===== src/design/rdcmp_consts.svh =====
// Read checker constants for widths, LFSR seeds, queue depths and byte-enable mode
`ifndef RDCMP_CONSTS_SVH
`define RDCMP_CONSTS_SVH

// Data path
`define RDCMP_DATA_WIDTH       32
`define RDCMP_BE_WIDTH         4
`define RDCMP_BYTE_SIZE        8

// Low two bits of an exact address are always zero
`define RDCMP_ADDR_WIDTH       24
`define RDCMP_WORD_ADDR_WIDTH  22
`define RDCMP_SIZE_WIDTH       6

// Queue depths
`define RDCMP_ADDR_FIFO_DEPTH  8
`define RDCMP_CREDIT_DEPTH     16

// Pattern seeds shared with the traffic generator
`define RDCMP_DATA_SEED        32'h5a3c_96e1
`define RDCMP_BE_SEED          4'b1011

// 1 gives random byte enables, 0 keeps every lane enabled
`define RDCMP_RANDOM_BE        1

`define RDCMP_CNT_WIDTH        32

`endif


===== src/design/mem_txn_pkg.sv =====
// Read traffic types for queued read requests and returned data beats
`include "rdcmp_consts.svh"

package mem_txn_pkg;

   //////////////////////////////
   // Queued read
   //////////////////////////////

   // One entry of the burst tracker FIFO
   typedef struct packed {
      logic [`RDCMP_ADDR_WIDTH-1:0] addr;
      logic [`RDCMP_SIZE_WIDTH-1:0] burst;
   } read_req_t;

   //////////////////////////////
   // Returned beat
   //////////////////////////////

   // A read data beat after the alignment pipe
   typedef struct packed {
      logic                         valid;
      logic [`RDCMP_DATA_WIDTH-1:0] data;
   } beat_t;

endpackage


===== src/design/check_pkg.sv =====
// Check result types for per-beat compare results and the first-fail record
`include "rdcmp_consts.svh"

package check_pkg;

   //////////////////////////////
   // Per-beat compare result
   //////////////////////////////

   // pnf holds one pass bit per data bit, all ones when idle
   typedef struct packed {
      logic                         active;
      logic [`RDCMP_DATA_WIDTH-1:0] pnf;
      logic [`RDCMP_ADDR_WIDTH-1:0] addr;
   } compare_t;

   //////////////////////////////
   // First failure
   //////////////////////////////

   // Held from the first failing beat until reset
   typedef struct packed {
      logic                         captured;
      logic [`RDCMP_ADDR_WIDTH-1:0] addr;
      logic [`RDCMP_DATA_WIDTH-1:0] pnf;
   } fail_rec_t;

endpackage


===== src/design/pattern_lfsr.sv =====
// Seeded pattern LFSR that advances one step per enabled cycle
`timescale 1ns/1ps

module pattern_lfsr #(
   parameter int               WIDTH = 32,
   parameter logic [WIDTH-1:0] SEED  = '1
) (
   input  logic             clk,
   input  logic             reset_n,
   input  logic             enable,
   output logic [WIDTH-1:0] value
);

   localparam int TAP = WIDTH / 2;

   logic [WIDTH-1:0] next_value;

   // Shift left, feedback from the two top bits into bit 0
   always_comb begin
      next_value      = {value[WIDTH-2:0], value[WIDTH-1] ^ value[WIDTH-2]};
      // Galois tap in the middle of the register
      next_value[TAP] = value[TAP-1] ^ value[0];
   end

   always_ff @(posedge clk) begin
      if (!reset_n) begin
         value <= SEED;
      end else if (enable) begin
         value <= next_value;
      end
   end

endmodule


===== src/design/expected_data_gen.sv =====
// Expected write data and per-bit byte mask regenerated from seeded LFSRs
`timescale 1ns/1ps
`include "rdcmp_consts.svh"

module expected_data_gen (
   input  logic                         clk,
   input  logic                         reset_n,
   input  logic                         step,
   output logic [`RDCMP_DATA_WIDTH-1:0] exp_data,
   output logic [`RDCMP_DATA_WIDTH-1:0] exp_mask
);

   localparam int BE_WIDTH  = `RDCMP_BE_WIDTH;
   localparam int BYTE_SIZE = `RDCMP_BYTE_SIZE;

   logic [BE_WIDTH-1:0] exp_be;

   // Same seed as the generator, so the sequence repeats in write order
   pattern_lfsr #(
      .WIDTH   (`RDCMP_DATA_WIDTH),
      .SEED    (`RDCMP_DATA_SEED)
   ) data_lfsr_inst (
      .clk     (clk),
      .reset_n (reset_n),
      .enable  (step),
      .value   (exp_data)
   );

   if (`RDCMP_RANDOM_BE == 1) begin : gen_be_lfsr
      pattern_lfsr #(
         .WIDTH   (BE_WIDTH),
         .SEED    (`RDCMP_BE_SEED)
      ) be_lfsr_inst (
         .clk     (clk),
         .reset_n (reset_n),
         .enable  (step),
         .value   (exp_be)
      );
   end else begin : gen_be_const
      assign exp_be = '1;
   end

   // Spread each byte enable over its lane
   for (genvar lane = 0; lane < BE_WIDTH; lane++) begin : gen_mask
      assign exp_mask[lane*BYTE_SIZE +: BYTE_SIZE] = {BYTE_SIZE{exp_be[lane]}};
   end

endmodule


===== src/design/burst_tracker.sv =====
// Read burst tracker giving the exact word address of every returned beat
`timescale 1ns/1ps
`include "rdcmp_consts.svh"

module burst_tracker
   import mem_txn_pkg::*;
(
   input  logic                         clk,
   input  logic                         reset_n,
   input  logic                         push,
   input  read_req_t                    read_req,
   input  logic                         beat_valid,
   output logic [`RDCMP_ADDR_WIDTH-1:0] beat_addr
);

   localparam int DEPTH     = `RDCMP_ADDR_FIFO_DEPTH;
   localparam int PTR_WIDTH = $clog2(DEPTH);
   localparam int AW        = `RDCMP_ADDR_WIDTH;
   localparam int WAW       = `RDCMP_WORD_ADDR_WIDTH;
   localparam int SW        = `RDCMP_SIZE_WIDTH;
   localparam int LOW_BITS  = AW - WAW;

   typedef enum logic {
      WAIT_REQ  = 1'b0,
      WAIT_DATA = 1'b1
   } state_t;

   logic                 push_r;
   read_req_t            req_r;
   read_req_t            fifo_mem [DEPTH];
   logic [PTR_WIDTH-1:0] wr_ptr;
   logic [PTR_WIDTH-1:0] rd_ptr;
   logic [PTR_WIDTH:0]   fifo_count;
   logic                 fifo_empty;
   read_req_t            fifo_head;
   logic                 pop;

   state_t               state;
   state_t               nxt_state;
   logic [WAW-1:0]       base_word;
   logic [WAW-1:0]       nxt_base_word;
   logic [SW-1:0]        burst_len;
   logic [SW-1:0]        nxt_burst_len;
   logic [SW-1:0]        beats_left;
   logic [SW-1:0]        nxt_beats_left;
   logic [WAW-1:0]       beat_index;

   //////////////////////////////
   // Request FIFO
   //////////////////////////////

   // Extra register stage in front of the FIFO
   always_ff @(posedge clk) begin
      if (!reset_n) begin
         push_r <= 1'b0;
      end else begin
         push_r <= push;
      end
   end

   always_ff @(posedge clk) begin
      req_r <= read_req;
      if (push_r) begin
         fifo_mem[wr_ptr] <= req_r;
      end
   end

   always_ff @(posedge clk) begin
      if (!reset_n) begin
         wr_ptr     <= '0;
         rd_ptr     <= '0;
         fifo_count <= '0;
      end else begin
         if (push_r) begin
            wr_ptr <= wr_ptr + 1'b1;
         end
         if (pop) begin
            rd_ptr <= rd_ptr + 1'b1;
         end
         case ({push_r, pop})
            2'b10:   fifo_count <= fifo_count + 1'b1;
            2'b01:   fifo_count <= fifo_count - 1'b1;
            default: fifo_count <= fifo_count;
         endcase
      end
   end

   // Show-ahead head of queue
   assign fifo_head  = fifo_mem[rd_ptr];
   assign fifo_empty = (fifo_count == '0);

   //////////////////////////////
   // Burst FSM
   //////////////////////////////

   always_comb begin
      nxt_state      = state;
      nxt_base_word  = base_word;
      nxt_burst_len  = burst_len;
      nxt_beats_left = beats_left;
      pop            = 1'b0;

      case (state)
         WAIT_REQ: begin
            if (!fifo_empty) begin
               nxt_state = WAIT_DATA;
               pop       = 1'b1;
            end
         end
         WAIT_DATA: begin
            if (beat_valid) begin
               if (beats_left != '0) begin
                  nxt_beats_left = beats_left - 1'b1;
               end else if (!fifo_empty) begin
                  // Next burst follows without a gap
                  pop = 1'b1;
               end else begin
                  nxt_state = WAIT_REQ;
               end
            end
         end
      endcase

      if (pop) begin
         nxt_base_word  = fifo_head.addr[AW-1 -: WAW];
         nxt_burst_len  = fifo_head.burst;
         nxt_beats_left = fifo_head.burst - 1'b1;
      end
   end

   always_ff @(posedge clk) begin
      if (!reset_n) begin
         state      <= WAIT_REQ;
         base_word  <= '0;
         burst_len  <= '0;
         beats_left <= '0;
      end else begin
         state      <= nxt_state;
         base_word  <= nxt_base_word;
         burst_len  <= nxt_burst_len;
         beats_left <= nxt_beats_left;
      end
   end

   // Index of the current beat within its burst
   assign beat_index = {{(WAW-SW){1'b0}}, burst_len - beats_left - 1'b1};
   assign beat_addr  = {base_word + beat_index, {LOW_BITS{1'b0}}};

endmodule


===== src/design/bit_compare.sv =====
// Bitwise pass/fail of a returned beat against expected data under the byte mask
`timescale 1ns/1ps
`include "rdcmp_consts.svh"

module bit_compare
   import mem_txn_pkg::*;
   import check_pkg::*;
(
   input  logic                         clk,
   input  logic                         reset_n,
   input  logic                         enable,
   input  beat_t                        beat,
   input  logic [`RDCMP_DATA_WIDTH-1:0] exp_data,
   input  logic [`RDCMP_DATA_WIDTH-1:0] exp_mask,
   input  logic [`RDCMP_ADDR_WIDTH-1:0] beat_addr,
   output compare_t                     result
);

   localparam int DW = `RDCMP_DATA_WIDTH;

   logic          check;
   logic [DW-1:0] mismatch;
   logic [DW-1:0] pnf;

   // A beat is checked only while enabled
   assign check = enable & beat.valid;

   // Differences only count in enabled byte lanes
   assign mismatch = (beat.data ^ exp_data) & exp_mask;

   // Idle cycles and disabled lanes report a pass
   assign pnf = ~(mismatch & {DW{check}});

   always_ff @(posedge clk) begin
      if (!reset_n) begin
         result.active <= 1'b0;
         result.pnf    <= '1;
         result.addr   <= '0;
      end else begin
         result.active <= check;
         result.pnf    <= pnf;
         result.addr   <= beat_addr;
      end
   end

endmodule


===== src/design/fail_logger.sv =====
// Compare and fail statistics with capture of the first failing beat
`timescale 1ns/1ps
`include "rdcmp_consts.svh"

module fail_logger
   import check_pkg::*;
(
   input  logic                        clk,
   input  logic                        reset_n,
   input  compare_t                    result,
   output fail_rec_t                   fail_rec,
   output logic [`RDCMP_CNT_WIDTH-1:0] compare_count,
   output logic [`RDCMP_CNT_WIDTH-1:0] fail_count
);

   logic has_fail;

   // Any cleared pass bit marks the beat as failing
   assign has_fail = ~(&result.pnf);

   //////////////////////////////
   // Statistics
   //////////////////////////////

   always_ff @(posedge clk) begin
      if (!reset_n) begin
         compare_count <= '0;
         fail_count    <= '0;
      end else begin
         if (result.active) begin
            compare_count <= compare_count + 1'b1;
         end
         if (has_fail) begin
            fail_count <= fail_count + 1'b1;
         end
      end
   end

   //////////////////////////////
   // First failure
   //////////////////////////////

   always_ff @(posedge clk) begin
      if (!reset_n) begin
         fail_rec.captured <= 1'b0;
         fail_rec.addr     <= '0;
         fail_rec.pnf      <= '1;
      end else if (has_fail && !fail_rec.captured) begin
         fail_rec.captured <= 1'b1;
         fail_rec.addr     <= result.addr;
         fail_rec.pnf      <= result.pnf;
      end
   end

endmodule


===== src/design/read_compare_top.sv =====
// Read data checker top with beat alignment pipe and compare request credits
`timescale 1ns/1ps
`include "rdcmp_consts.svh"

module read_compare_top
   import mem_txn_pkg::*;
   import check_pkg::*;
(
   input  logic                         clk,
   input  logic                         reset_n,
   input  logic                         enable,
   input  logic                         queue_read_req,
   input  read_req_t                    read_req,
   input  logic                         queue_compare_req,
   input  logic                         rdata_valid,
   input  logic [`RDCMP_DATA_WIDTH-1:0] rdata,
   output logic [`RDCMP_DATA_WIDTH-1:0] pnf_per_bit,
   output logic                         compare_valid,
   output logic                         captured_first_fail,
   output logic [`RDCMP_ADDR_WIDTH-1:0] first_fail_addr,
   output logic [`RDCMP_DATA_WIDTH-1:0] first_fail_pnf,
   output logic [`RDCMP_CNT_WIDTH-1:0]  compare_count,
   output logic [`RDCMP_CNT_WIDTH-1:0]  fail_count,
   output logic                         compare_full,
   output logic                         compare_empty
);

   // Two guard bits above the depth, sign bit means empty
   localparam int CREDIT_WIDTH = $clog2(`RDCMP_CREDIT_DEPTH) + 2;

   beat_t                          beat_r;
   beat_t                          beat_r2;
   logic                           compare_req_r;
   logic                           compare_req_r2;
   logic [CREDIT_WIDTH-1:0]        credit_count;
   logic                           step;
   logic [`RDCMP_DATA_WIDTH-1:0]   exp_data;
   logic [`RDCMP_DATA_WIDTH-1:0]   exp_mask;
   logic [`RDCMP_ADDR_WIDTH-1:0]   beat_addr;
   compare_t                       result;
   fail_rec_t                      fail_rec;

   //////////////////////////////
   // Alignment pipes
   //////////////////////////////

   always_ff @(posedge clk) begin
      if (!reset_n) begin
         beat_r         <= '0;
         beat_r2        <= '0;
         compare_req_r  <= 1'b0;
         compare_req_r2 <= 1'b0;
      end else begin
         beat_r         <= '{valid: rdata_valid, data: rdata};
         beat_r2        <= beat_r;
         compare_req_r  <= queue_compare_req;
         compare_req_r2 <= compare_req_r;
      end
   end

   //////////////////////////////
   // Compare request credits
   //////////////////////////////

   // Starts at -1, a request and a beat in the same cycle cancel out
   always_ff @(posedge clk) begin
      if (!reset_n) begin
         credit_count <= '1;
      end else if (enable && compare_req_r2 && !beat_r.valid) begin
         credit_count <= credit_count + 1'b1;
      end else if (enable && beat_r.valid && !compare_req_r2) begin
         credit_count <= credit_count - 1'b1;
      end
   end

   assign compare_full  = (credit_count[CREDIT_WIDTH-1 -: 2] == 2'b01);
   assign compare_empty = credit_count[CREDIT_WIDTH-1];

   //////////////////////////////
   // Check path
   //////////////////////////////

   assign step = enable & beat_r2.valid;

   expected_data_gen expected_data_gen_inst (
      .clk        (clk),
      .reset_n    (reset_n),
      .step       (step),
      .exp_data   (exp_data),
      .exp_mask   (exp_mask)
   );

   burst_tracker burst_tracker_inst (
      .clk        (clk),
      .reset_n    (reset_n),
      .push       (queue_read_req),
      .read_req   (read_req),
      .beat_valid (beat_r2.valid),
      .beat_addr  (beat_addr)
   );

   bit_compare bit_compare_inst (
      .clk        (clk),
      .reset_n    (reset_n),
      .enable     (enable),
      .beat       (beat_r2),
      .exp_data   (exp_data),
      .exp_mask   (exp_mask),
      .beat_addr  (beat_addr),
      .result     (result)
   );

   fail_logger fail_logger_inst (
      .clk           (clk),
      .reset_n       (reset_n),
      .result        (result),
      .fail_rec      (fail_rec),
      .compare_count (compare_count),
      .fail_count    (fail_count)
   );

   assign pnf_per_bit         = result.pnf;
   assign compare_valid       = result.active;
   assign captured_first_fail = fail_rec.captured;
   assign first_fail_addr     = fail_rec.addr;
   assign first_fail_pnf      = fail_rec.pnf;

endmodule


===== config.mk =====
export PLATFORM = sky130hd
export DESIGN_NAME = read_compare_top
export DESIGN_NICKNAME = d
export VERILOG_FILES = /design/src/design/mem_txn_pkg.sv /design/src/design/check_pkg.sv /design/src/design/pattern_lfsr.sv /design/src/design/expected_data_gen.sv /design/src/design/burst_tracker.sv /design/src/design/bit_compare.sv /design/src/design/fail_logger.sv /design/src/design/read_compare_top.sv
export VERILOG_INCLUDE_DIRS = /design/src /design/src/design
export SDC_FILE = /design/constraint.sdc
export NUM_CORES = 1
export LEC_CHECK = 0
export ABC_AREA = 1
export BUFFER_PORTS_ARGS = -buffer_cell sky130_fd_sc_hd__buf_2
export CAP_MARGIN = 25
export CORE_MARGIN = 3
export CORE_UTILIZATION = 55
export CTS_BUF_LIST = sky130_fd_sc_hd__clkbuf_16
export DETAILED_ROUTE_END_ITERATION = 10
export PLACE_DENSITY = 0.86
export SLEW_MARGIN = 20
export SYNTH_ARGS = -nofsm -noshare
export SYNTH_HDL_FRONTEND = slang
export SYNTH_HIERARCHICAL = 1
export SYNTH_SLANG_ARGS = --single-unit

===== constraint.sdc =====
create_clock -name clk -period 5.09 [get_ports clk]
set_input_delay 0.2545 -clock clk [delete_from_list [all_inputs] [get_ports clk]]
set_output_delay 0.2545 -clock clk [all_outputs]
set_load 0.005 [all_outputs]

==> summary by stage, run 1 <==
Outcome
The flow ran to the end, and the final reports show no timing, DRC or antenna violations.

Logic synthesis
The number of storage elements in the synthesis netlist is just under 600. The register area share after synthesis is 0.5820. The share of synthesized registers carrying an async set or reset is 0.

The warning count from the yosys run is 6. The number of standard cells after synthesis is 2710. After synthesis, the netlist uses 51 different library cells.

In this run the cell area of the synthesized design comes to 0.02411 sq mm. The post-synthesis cell type with the largest combined area is sky130_fd_sc_hd__dfxtp_1. The area share of the leading cell type in the synthesized netlist is 0.3031. In the post-synthesis netlist, the biggest area contributors are sky130_fd_sc_hd__dfxtp_1 30%, sky130_fd_sc_hd__edfxtp_1 28%, sky130_fd_sc_hd__nand2_1 9.0%, sky130_fd_sc_hd__nor2_1 4.6%, sky130_fd_sc_hd__inv_1 4.4%. The most common flop cell mapped by yosys is sky130_fd_sc_hd__dfxtp_1.

The number of enable-type register cells in the synthesized netlist is 224. A synthesized cell averages 8.897 sq um.

Power and ir drop
Dividing total power by cell area gives a power density of 448.9 mW/mm^2. The maximum vdd ir drop is 0.3517 mV. For this design the static power due to leakage is 12.24 nW.

Floorplanning
The starting density of the core is 0.5585. The width of the chip is 215.4 microns. The die is 215.4 microns tall. The total number of placement rows is 76. The core region area is 0.04317 sq mm. The die covers around 0.046 sq mm. The number of ports placed on the die boundary is approximately 220.

Final layout
Of the cells placed in the final design, the portion with a size suffix greater than 1 is 0.1521. The post-route core utilization is 0.6460. Leaving out filler cells and counting taps, the final layout contains 3538. Compared with the post-synthesis result, the final layout area differs by 15.68%. The final net count is 3000. In the layout the commonest cells are 579 x sky130_fd_sc_hd__nand2_1, 363 x sky130_fd_sc_hd__dfxtp_1, 292 x sky130_fd_sc_hd__inv_1, 288 x sky130_fd_sc_hd__nor2_1, 224 x sky130_fd_sc_hd__edfxtp_1. The most common cell after layout, fill and taps aside is sky130_fd_sc_hd__nand2_1.

STA
Clock skew on the completed layout was measured at 0.05548 ns. The actual slew at the worst max-slew pin is around 1.0 ns. Of the available clock period, the critical path in the final layout requires 0.6245. The hold violation count in the final report came to 0.

The routed design could run at a clock period as short as about 3.2 ns. The count of final max-slew check failures was 0. Measured against its own limit, the worst slew margin works out to 0.3227. Adding up every negative setup slack in the final design gives 0 ns. Derived from the worst setup path, the maximum achievable clock frequency is 314.6 MHz. Setup violations remaining at the end of the flow were counted as 0.

Setup repair after global routing left no endpoint under its margin.

Global routing
The initial antenna violation count is 1. The residual overflow from global routing is 0. The first-pass GRT wire length is about 93000 microns. The maximum number of pins on one net before global-route repair is 104.

In the global route stage, overall resource usage came out at 0.2467. The via count of the first global-routing pass is 18510.

Worst setup path
The reg-to-reg startpoint is burst_tracker_inst/beats_left[0]$_SDFFE_PN0P_. The worst path arrival time is 3.70 ns. The worst register-to-register path has a depth of 15. The kind of start point of the critical path is a flip-flop. The worst register-to-register path ends at bit_compare_inst/result[21]$_SDFF_PN0_.

The launching element of the worst setup path is burst_tracker_inst/beats_left[0]$_SDFFE_PN0P_. The maximum net fanout on the critical path is 5. The capturing element type of the critical path is a flip-flop. The worst reg-to-reg setup slack is 1.91 ns. The endpoint of the worst setup timing path is bit_compare_inst/result[21]$_SDFF_PN0_. The type of the worst setup path is flip-flop to flip-flop.

The data required time at the worst endpoint is around 5.6 ns.

Routing
For this run, design rule violations remaining after detail routing come to 0. The average routed wire per standard cell is 16.70 microns. The final layout contains routed wiring with a total length of 59090 microns. The total iterations of the first detailed-routing run is 7.

The number of routed nets with antenna violations is 0. The routed layout has 19310 vias. The mean number of vias per cell is 5.459. After the first detailed-routing iteration, the DRC count stood at 1896.

Place
The number of port buffers is around 220. The post-placement cell count is 3360. The weighted congestion at the end of routability-driven global placement is 0.8771. Detailed placement finished with a half-perimeter wire length of 35960 microns.

Min path
The cell depth of the worst hold path is 4. The class of the most critical hold timing path is input pin to flip-flop.

CTS
TritonCTS built the clock tree. No sink is reached through more buffers than the 3 on the longest clock path. The clock buffer count from CTS is 57.

Buffers added to address setup during post-CTS repair amount to 0. The later-pin clock latency in the skew report is 0.63 ns. In this run the number of H-tree levels came out at 2. The register clock-pin slew on the reported worst setup and hold paths is 0.07 ns. Clock tree synthesis selected as its root buffer the cell sky130_fd_sc_hd__clkbuf_16. The total clock sinks is 589.

Run
The number of maximum-capacitance violations is 0.
metal layers:
metal / wire [microns] / GRT usage / share of wire
met1: 22620 / 0.2986 / 0.38
met2: 29620 / 0.4376 / 0.50
met3: 4690 / 0.03745 / 0.079
met4: 2156 / 0.1102 / 0.036
met5: 0 / 0 / 0
metrics by stage:
step                power [mW]  cell area (sq um)  hold slack (ns)  worst slack, ns
CTS                      12.50              27680         0.008431            1.972
floorplan                7.510              24110           0.2822            2.387
global placement         7.981              25100           0.3565            2.150
global route             13.11              27890          0.03084            1.662
detailed placement       8.162              25110           0.3581            2.014
finish                   12.52              27890          0.03871            1.911
cell families after synthesis:
family / after synthesis / synth area share
compound gates: 374 / 0.08428
xor+xnor: 32 / 0.01162
fa+ha+maj: 27 / 0.01526
buf+inv: 470 / 0.08941
flops: 589 / 0.5820
other cells: 1 / 0.0001555
simple gates: 1217 / 0.2172
cells in the mapped netlist (all sizes together) (3+ instances only):
| cell | n |
|---|---|
| a21oi | 148 |
| ha | 23 |
| dfxtp | 365 |
| o21bai | 3 |
| nand3 | 221 |
| a211oi | 3 |
| fa | 4 |
| o21ai | 171 |
| and3 | 3 |
| nor3 | 15 |
| inv | 294 |
| or2 | 36 |
| nand2 | 597 |
| clkinv | 3 |
| clkbuf | 60 |
| xor2 | 20 |
| nor3b | 3 |
| buf | 113 |
| edfxtp | 224 |
| nand4 | 25 |
| a31oi | 23 |
| xnor2 | 12 |
| o22ai | 23 |
| nor2 | 314 |
cell type report:
cell class / instances / area, sq um
inverters: 297 / 1120
clock inverters: 49 / 505.5
fillers: 3262 / 15280
diodes: 1 / 2.502
repair buffers: 308 / 2083
multi-input cells: 1652 / 7985
well taps: 585 / 732.0
flip-flops and latches: 589 / 14040
clock buffers: 57 / 1426
sequential cells by signal, summed over array words and instances, names as in the netlist, named ones only:
| register | flops |
|---|---|
| burst_tracker_inst/req_r | 28 |
| beat_r2 | 33 |
| credit_count | 6 |
| bit_compare_inst/result | 57 |
| expected_data_gen_inst/gen_be_lfsr.be_lfsr_inst/value | 4 |
| compare_req_r | 1 |
| compare_req_r2 | 1 |
| burst_tracker_inst/wr_ptr | 3 |
| fail_logger_inst/fail_count | 32 |
| fail_logger_inst/compare_count | 32 |
| burst_tracker_inst/base_word | 22 |
| burst_tracker_inst/fifo_count | 4 |
| burst_tracker_inst/state | 1 |
| fail_logger_inst/fail_rec | 57 |
| burst_tracker_inst/burst_len | 6 |
| burst_tracker_inst/beats_left | 6 |
| expected_data_gen_inst/data_lfsr_inst/value | 32 |
| burst_tracker_inst/fifo_mem | 224 |
| beat_r | 33 |
| burst_tracker_inst/push_r | 1 |
| burst_tracker_inst/rd_ptr | 3 |
critical path: stages, from the launching register on:
cell	delay, ns
sky130_fd_sc_hd__dfxtp_1	0.35
sky130_fd_sc_hd__inv_1	0.08
sky130_fd_sc_hd__ha_1	0.18
sky130_fd_sc_hd__inv_1	0.06
sky130_fd_sc_hd__fa_1	0.40
sky130_fd_sc_hd__o221ai_1	0.25
sky130_fd_sc_hd__xor2_1	0.13
sky130_fd_sc_hd__ha_1	0.39
sky130_fd_sc_hd__a21oi_1	0.10
sky130_fd_sc_hd__o22ai_1	0.12
sky130_fd_sc_hd__a21oi_1	0.11
sky130_fd_sc_hd__nor3_1	0.44
sky130_fd_sc_hd__nand4_1	0.19
sky130_fd_sc_hd__xnor2_1	0.17
sky130_fd_sc_hd__nand2_1	0.06
sky130_fd_sc_hd__inv_1	0.04
where the power goes:
| group | leakage (nW) | internal (mW) | switching [mW] |
|---|---|---|---|
| logic | 6.26 | 0.943 | 1.78 |
| clock network | 0.965 | 2.50 | 1.81 |
| registers | 5.02 | 5.21 | 0.273 |
worst min-delay path by stage:
stage                 startpoint                                endpoint  slack [ns]
CTS                       enable  bit_compare_inst/result[49]$_SDFF_PN1_       0.008
global route              enable  bit_compare_inst/result[49]$_SDFF_PN1_        0.03
finish                    enable  bit_compare_inst/result[49]$_SDFF_PN1_        0.04
floorplan            read_req[0]     burst_tracker_inst/req_r[0]$_DFF_P_        0.28
global placement    read_req[15]    burst_tracker_inst/req_r[15]$_DFF_P_        0.36
detailed placement  read_req[15]    burst_tracker_inst/req_r[15]$_DFF_P_        0.36
repair_timing:
action                                 4_1_cts  5_1_grt
endpoints found under the hold margin       63        0
hold buffers                                63        0
resized for setup                            0        0
Power figures use the tool's default switching activity.
==> inputs of run 2 (changes only) <==
- clock period: 5.09 -> 3 ns (I/O delays scaled with it)
==> run 2 against run 1 <==
Against the previous run: sequential share of layout area shrank 0.086 points; power grew 70%; clock-buffer cell count is the same; clock skew shrank 0.030 ns; first-iteration DRC count shrank 11%; critical path depth grew 2; worst setup slack lost 1.8 ns; routed wire length shrank 0.95%; clock power grew 65%; non-clock buffer count grew 24; largest power group unchanged.
==> summary by stage, run 2 (synthesis results as in run 1) <==
Outcome
The flow ran to the end, and the final reports show no timing, DRC or antenna violations.

Worst setup path
The kind of start point of the critical path is a flip-flop. The cell with the biggest individual delay on the critical path is sky130_fd_sc_hd__ha_1. The reg-to-reg startpoint is burst_tracker_inst/beats_left[0]$_SDFFE_PN0P_.

The sum of buffers and inverters on the critical path is 3 (unchanged). The most repeated library cell on the critical path is sky130_fd_sc_hd__inv_1. The data required time at the worst endpoint is 3.56 ns (-2.05 ns).

The cell family with the largest share of critical-path delay is adder cells. The critical path's largest stage delay is 0.37 ns (-0.07 ns). The worst path arrival time was 3.43 ns (-0.27 ns). The maximum net fanout on the critical path is 4 (-1).

The worst reg-to-reg setup slack came to 0.13 ns (-1.78 ns). In this run the worst setup path begins at burst_tracker_inst/beats_left[0]$_SDFFE_PN0P_. The capturing element type of the critical path is a flip-flop. The type of the worst setup path is flip-flop to flip-flop. Walking the worst path, the cells encountered are inv_1 > ha_1 > inv_1 > fa_2 > xnor2_1 > ha_1 > nand3_1 > nand2_2 > a21oi_1 > o21ai_2 > nand2_2 > nor2_4 > nand3_2 > nor2_2 > xor2_1 > nand2_1 > inv_1.

Power and ir drop
The areal power density over the cells came to 761.0 mW/mm^2 (+70%). The static leakage is 12.30 nW (+0.49%). The maximum vdd ir drop came to 0.5973 mV (+70%). The net switching fraction of the power is 0.3116 (+0.002668). The total internal power is 14.64 mW (+69%). The overall power is 21.26 mW (+70%).

The fraction of power consumed by sequential logic is 0.437 (about the same). The switching power is 6.625 mW (+71%). The combinational fraction of design power came to 0.229 (+0.011).

The clock share of power is 0.334 (-0.011).

Final layout
The register with the most flip-flops in the final layout is burst_tracker_inst/fifo_mem. The number of flip-flops under the largest register name is 224 (unchanged). The post-route core utilization is 0.6473 (+0.001217). The final cell count without fillers is 3563 (+0.71%). In the layout the commonest cells are 577 x sky130_fd_sc_hd__nand2_1, 361 x sky130_fd_sc_hd__dfxtp_1, 295 x sky130_fd_sc_hd__inv_1, 286 x sky130_fd_sc_hd__nor2_1, 224 x sky130_fd_sc_hd__edfxtp_1. The final net count was 3024 (+0.80%). Leaving out fill and tap cells, the most frequent cell in the layout is sky130_fd_sc_hd__nand2_1. The fraction of final layout cells with drive strength greater than 1 was 0.1606 (+0.008464).

The number of inserted filler cells in the final layout is 3313 (+1.6%). The synthesis-to-finish area growth is 15.89%. The largest registers in the layout are burst_tracker_inst/fifo_mem: 224 flops, bit_compare_inst/result: 57 flops, fail_logger_inst/fail_rec: 57 flops.

Global routing
The routing usage on met2 is 0.4327 (-0.004916). The global-route track usage on met1 came to 0.3074 (+0.008834). met2 is the most crowded layer.

The met3 track demand over resource in global routing was 0.03506 (-0.002394). The maximum number of pins on one net before global-route repair is 89 (-14%). The residual overflow from global routing is 0 (unchanged). The via count of the first global-routing pass is 18740 (+1.2%). The aggregate global-route resource usage is 0.2465 (about the same). The first-pass GRT wire length is 93840 microns (+0.44%). The initial antenna violation count is 1 (unchanged).

Routing
The mean number of vias per cell was 5.371 (-1.6%). The number of vias after detailed routing is 19140 (-0.91%). The post-detailed-routing wire length is 58530 microns (-0.95%). The total iterations of the first detailed-routing run came to 5 (-2). The number of routed nets with antenna violations was 0 (unchanged). The number of design rule violations left after detail routing is 0 (unchanged). The number of DRC markers after the initial detailed-route iteration is 1696 (-11%). The average routed wire per standard cell is 16.43 microns (-1.6%).

Min path
The start point of the worst hold path is read_req[14]. The tightest min-delay check is of the input pin to flip-flop type.

Place
The post-placement cell count is 3372 (+0.36%). The weighted congestion at the end of routability-driven global placement is 0.8852 (+0.92%). The number of port buffers is 221 (unchanged).

The HPWL after detailed placement is 36190 microns (+0.65%).

Floorplanning
The number of ports placed on the die boundary is 224 (unchanged). The height of the chip is 215.4 microns (unchanged). The area of the die is 0.04639 sq mm (unchanged). The total number of placement rows is 76 (unchanged). The width of the chip was 215.4 microns (unchanged). The starting density of the core is 0.5585 (unchanged).

The core region area is 0.04317 sq mm (unchanged).

STA
The maximum clock skew at final layout is 0.02502 ns (-0.03046 ns). The setup-violating endpoint count in the final report is 0 (unchanged). The highest achievable clock rate is 348.6 MHz (+11%). The count of final max-slew check failures was 0 (unchanged). The final hold slack is 0.1573 ns (+0.1186 ns).

The minimum period implied by the final worst setup slack is 2.869 ns (-0.3102 ns). The worst slew margin relative to its limit is 0.4380 (+0.1153). The post-route fraction of the period consumed by the critical path was 0.9562 (+0.3317). The actual slew at the worst max-slew pin is 0.8430 ns (-0.1715 ns). The hold violation count in the final report is 0 (unchanged).

CTS
The number of buffers on the longest clock path is 3 (unchanged). The tree is rooted in a sky130_fd_sc_hd__clkbuf_16. The total clock sinks was 589 (unchanged). The register clock-pin slew on the reported worst setup and hold paths is 0.06 ns (about the same). TritonCTS built the clock tree.

The count of H-tree levels built during CTS is 2 (unchanged). The later-pin clock latency in the skew report came to 0.62 ns (about the same). The clock buffer count from CTS was 57 (unchanged).

Run
The number of maximum-capacitance violations is 0 (unchanged).
run 2: cell types whose count changed in the layout (fill, tap and decap cells not counted), moves of 4 or more:
| cell | delta |
|---|---|
| sky130_fd_sc_hd__buf_16 | -7 |
| sky130_fd_sc_hd__buf_4 | +16 |
| sky130_fd_sc_hd__dlygate4sd3_1 | +15 |
| sky130_fd_sc_hd__clkinv_1 | -7 |
| sky130_fd_sc_hd__nor2_4 | -8 |
| sky130_fd_sc_hd__nor2_2 | +10 |
| sky130_fd_sc_hd__clkinv_4 | +4 |
run 2: layout make-up:
type                            count  area [sq um]  share of cell area
Sequential cell                   589         14040              0.5024
Inverter                          297          1120             0.04008
Clock inverter                     50         436.7             0.01563
Antenna cell                        1         2.502          0.00008955
Tap cell                          585         732.0             0.02619
Timing Repair Buffer              332          2166             0.07751
Multi-Input combinational cell   1652          8021              0.2871
Clock buffer                       57          1426             0.05105
run 2: per-stage QoR:
stage / setup slack [ns] / instance area (sq um) / TNS, ns
after detailed placement: -0.001802 / 25180 / -0.002303
after global placement: 0.1239 / 25180 / 0
after CTS: 0.01789 / 27840 / 0
final: 0.1314 / 27940 / 0
after floorplan: 0.2966 / 24110 / 0
after global routing: -0.05464 / 27940 / -0.1038
run 2: repair_timing:
| item | in CTS | in global routing |
|---|---|---|
| pin swaps | 1 | 5 |
| gates resized for setup | 2 | 15 |
| buffers inserted | 1 | 4 |
| endpoints found under the setup margin | 3 | 11 |
| hold endpoints to repair | 101 | 0 |
| hold buffers | 78 | 0 |
run 2: path summary, 6_finish.rpt:
path                                                                to  cells past startpoint
worst max register to register  bit_compare_inst/result[22]$_SDFF_PN0_                     17
worst min-delay path              burst_tracker_inst/req_r[14]$_DFF_P_                      2
worst max-delay path            bit_compare_inst/result[22]$_SDFF_PN0_                     17
worst min register to register                  beat_r2[10]$_SDFF_PN0_                      2
run 2: metal layers:
metal | vias to the layer above | wire length (microns) | part of all wire
met3 | 152 | 4469 | 0.076
met2 | 800 | 28940 | 0.49
li1 | 9186 | - | -
met5 | - | 0 | 0
met1 | 9000 | 23140 | 0.40
met4 | 0 | 1973 | 0.034
run 2: power by group through the flow:
stage	sequential [mW]	combinational, mW	clock, mW
2_1_floorplan	9.28	3.46	0
3_3_place_gp	9.41	4.21	0
3_5_place_dp	9.44	4.40	0
4_1_cts	9.27	4.60	7.19
5_1_grt	9.35	5.48	7.53
6_report	9.29	4.87	7.11
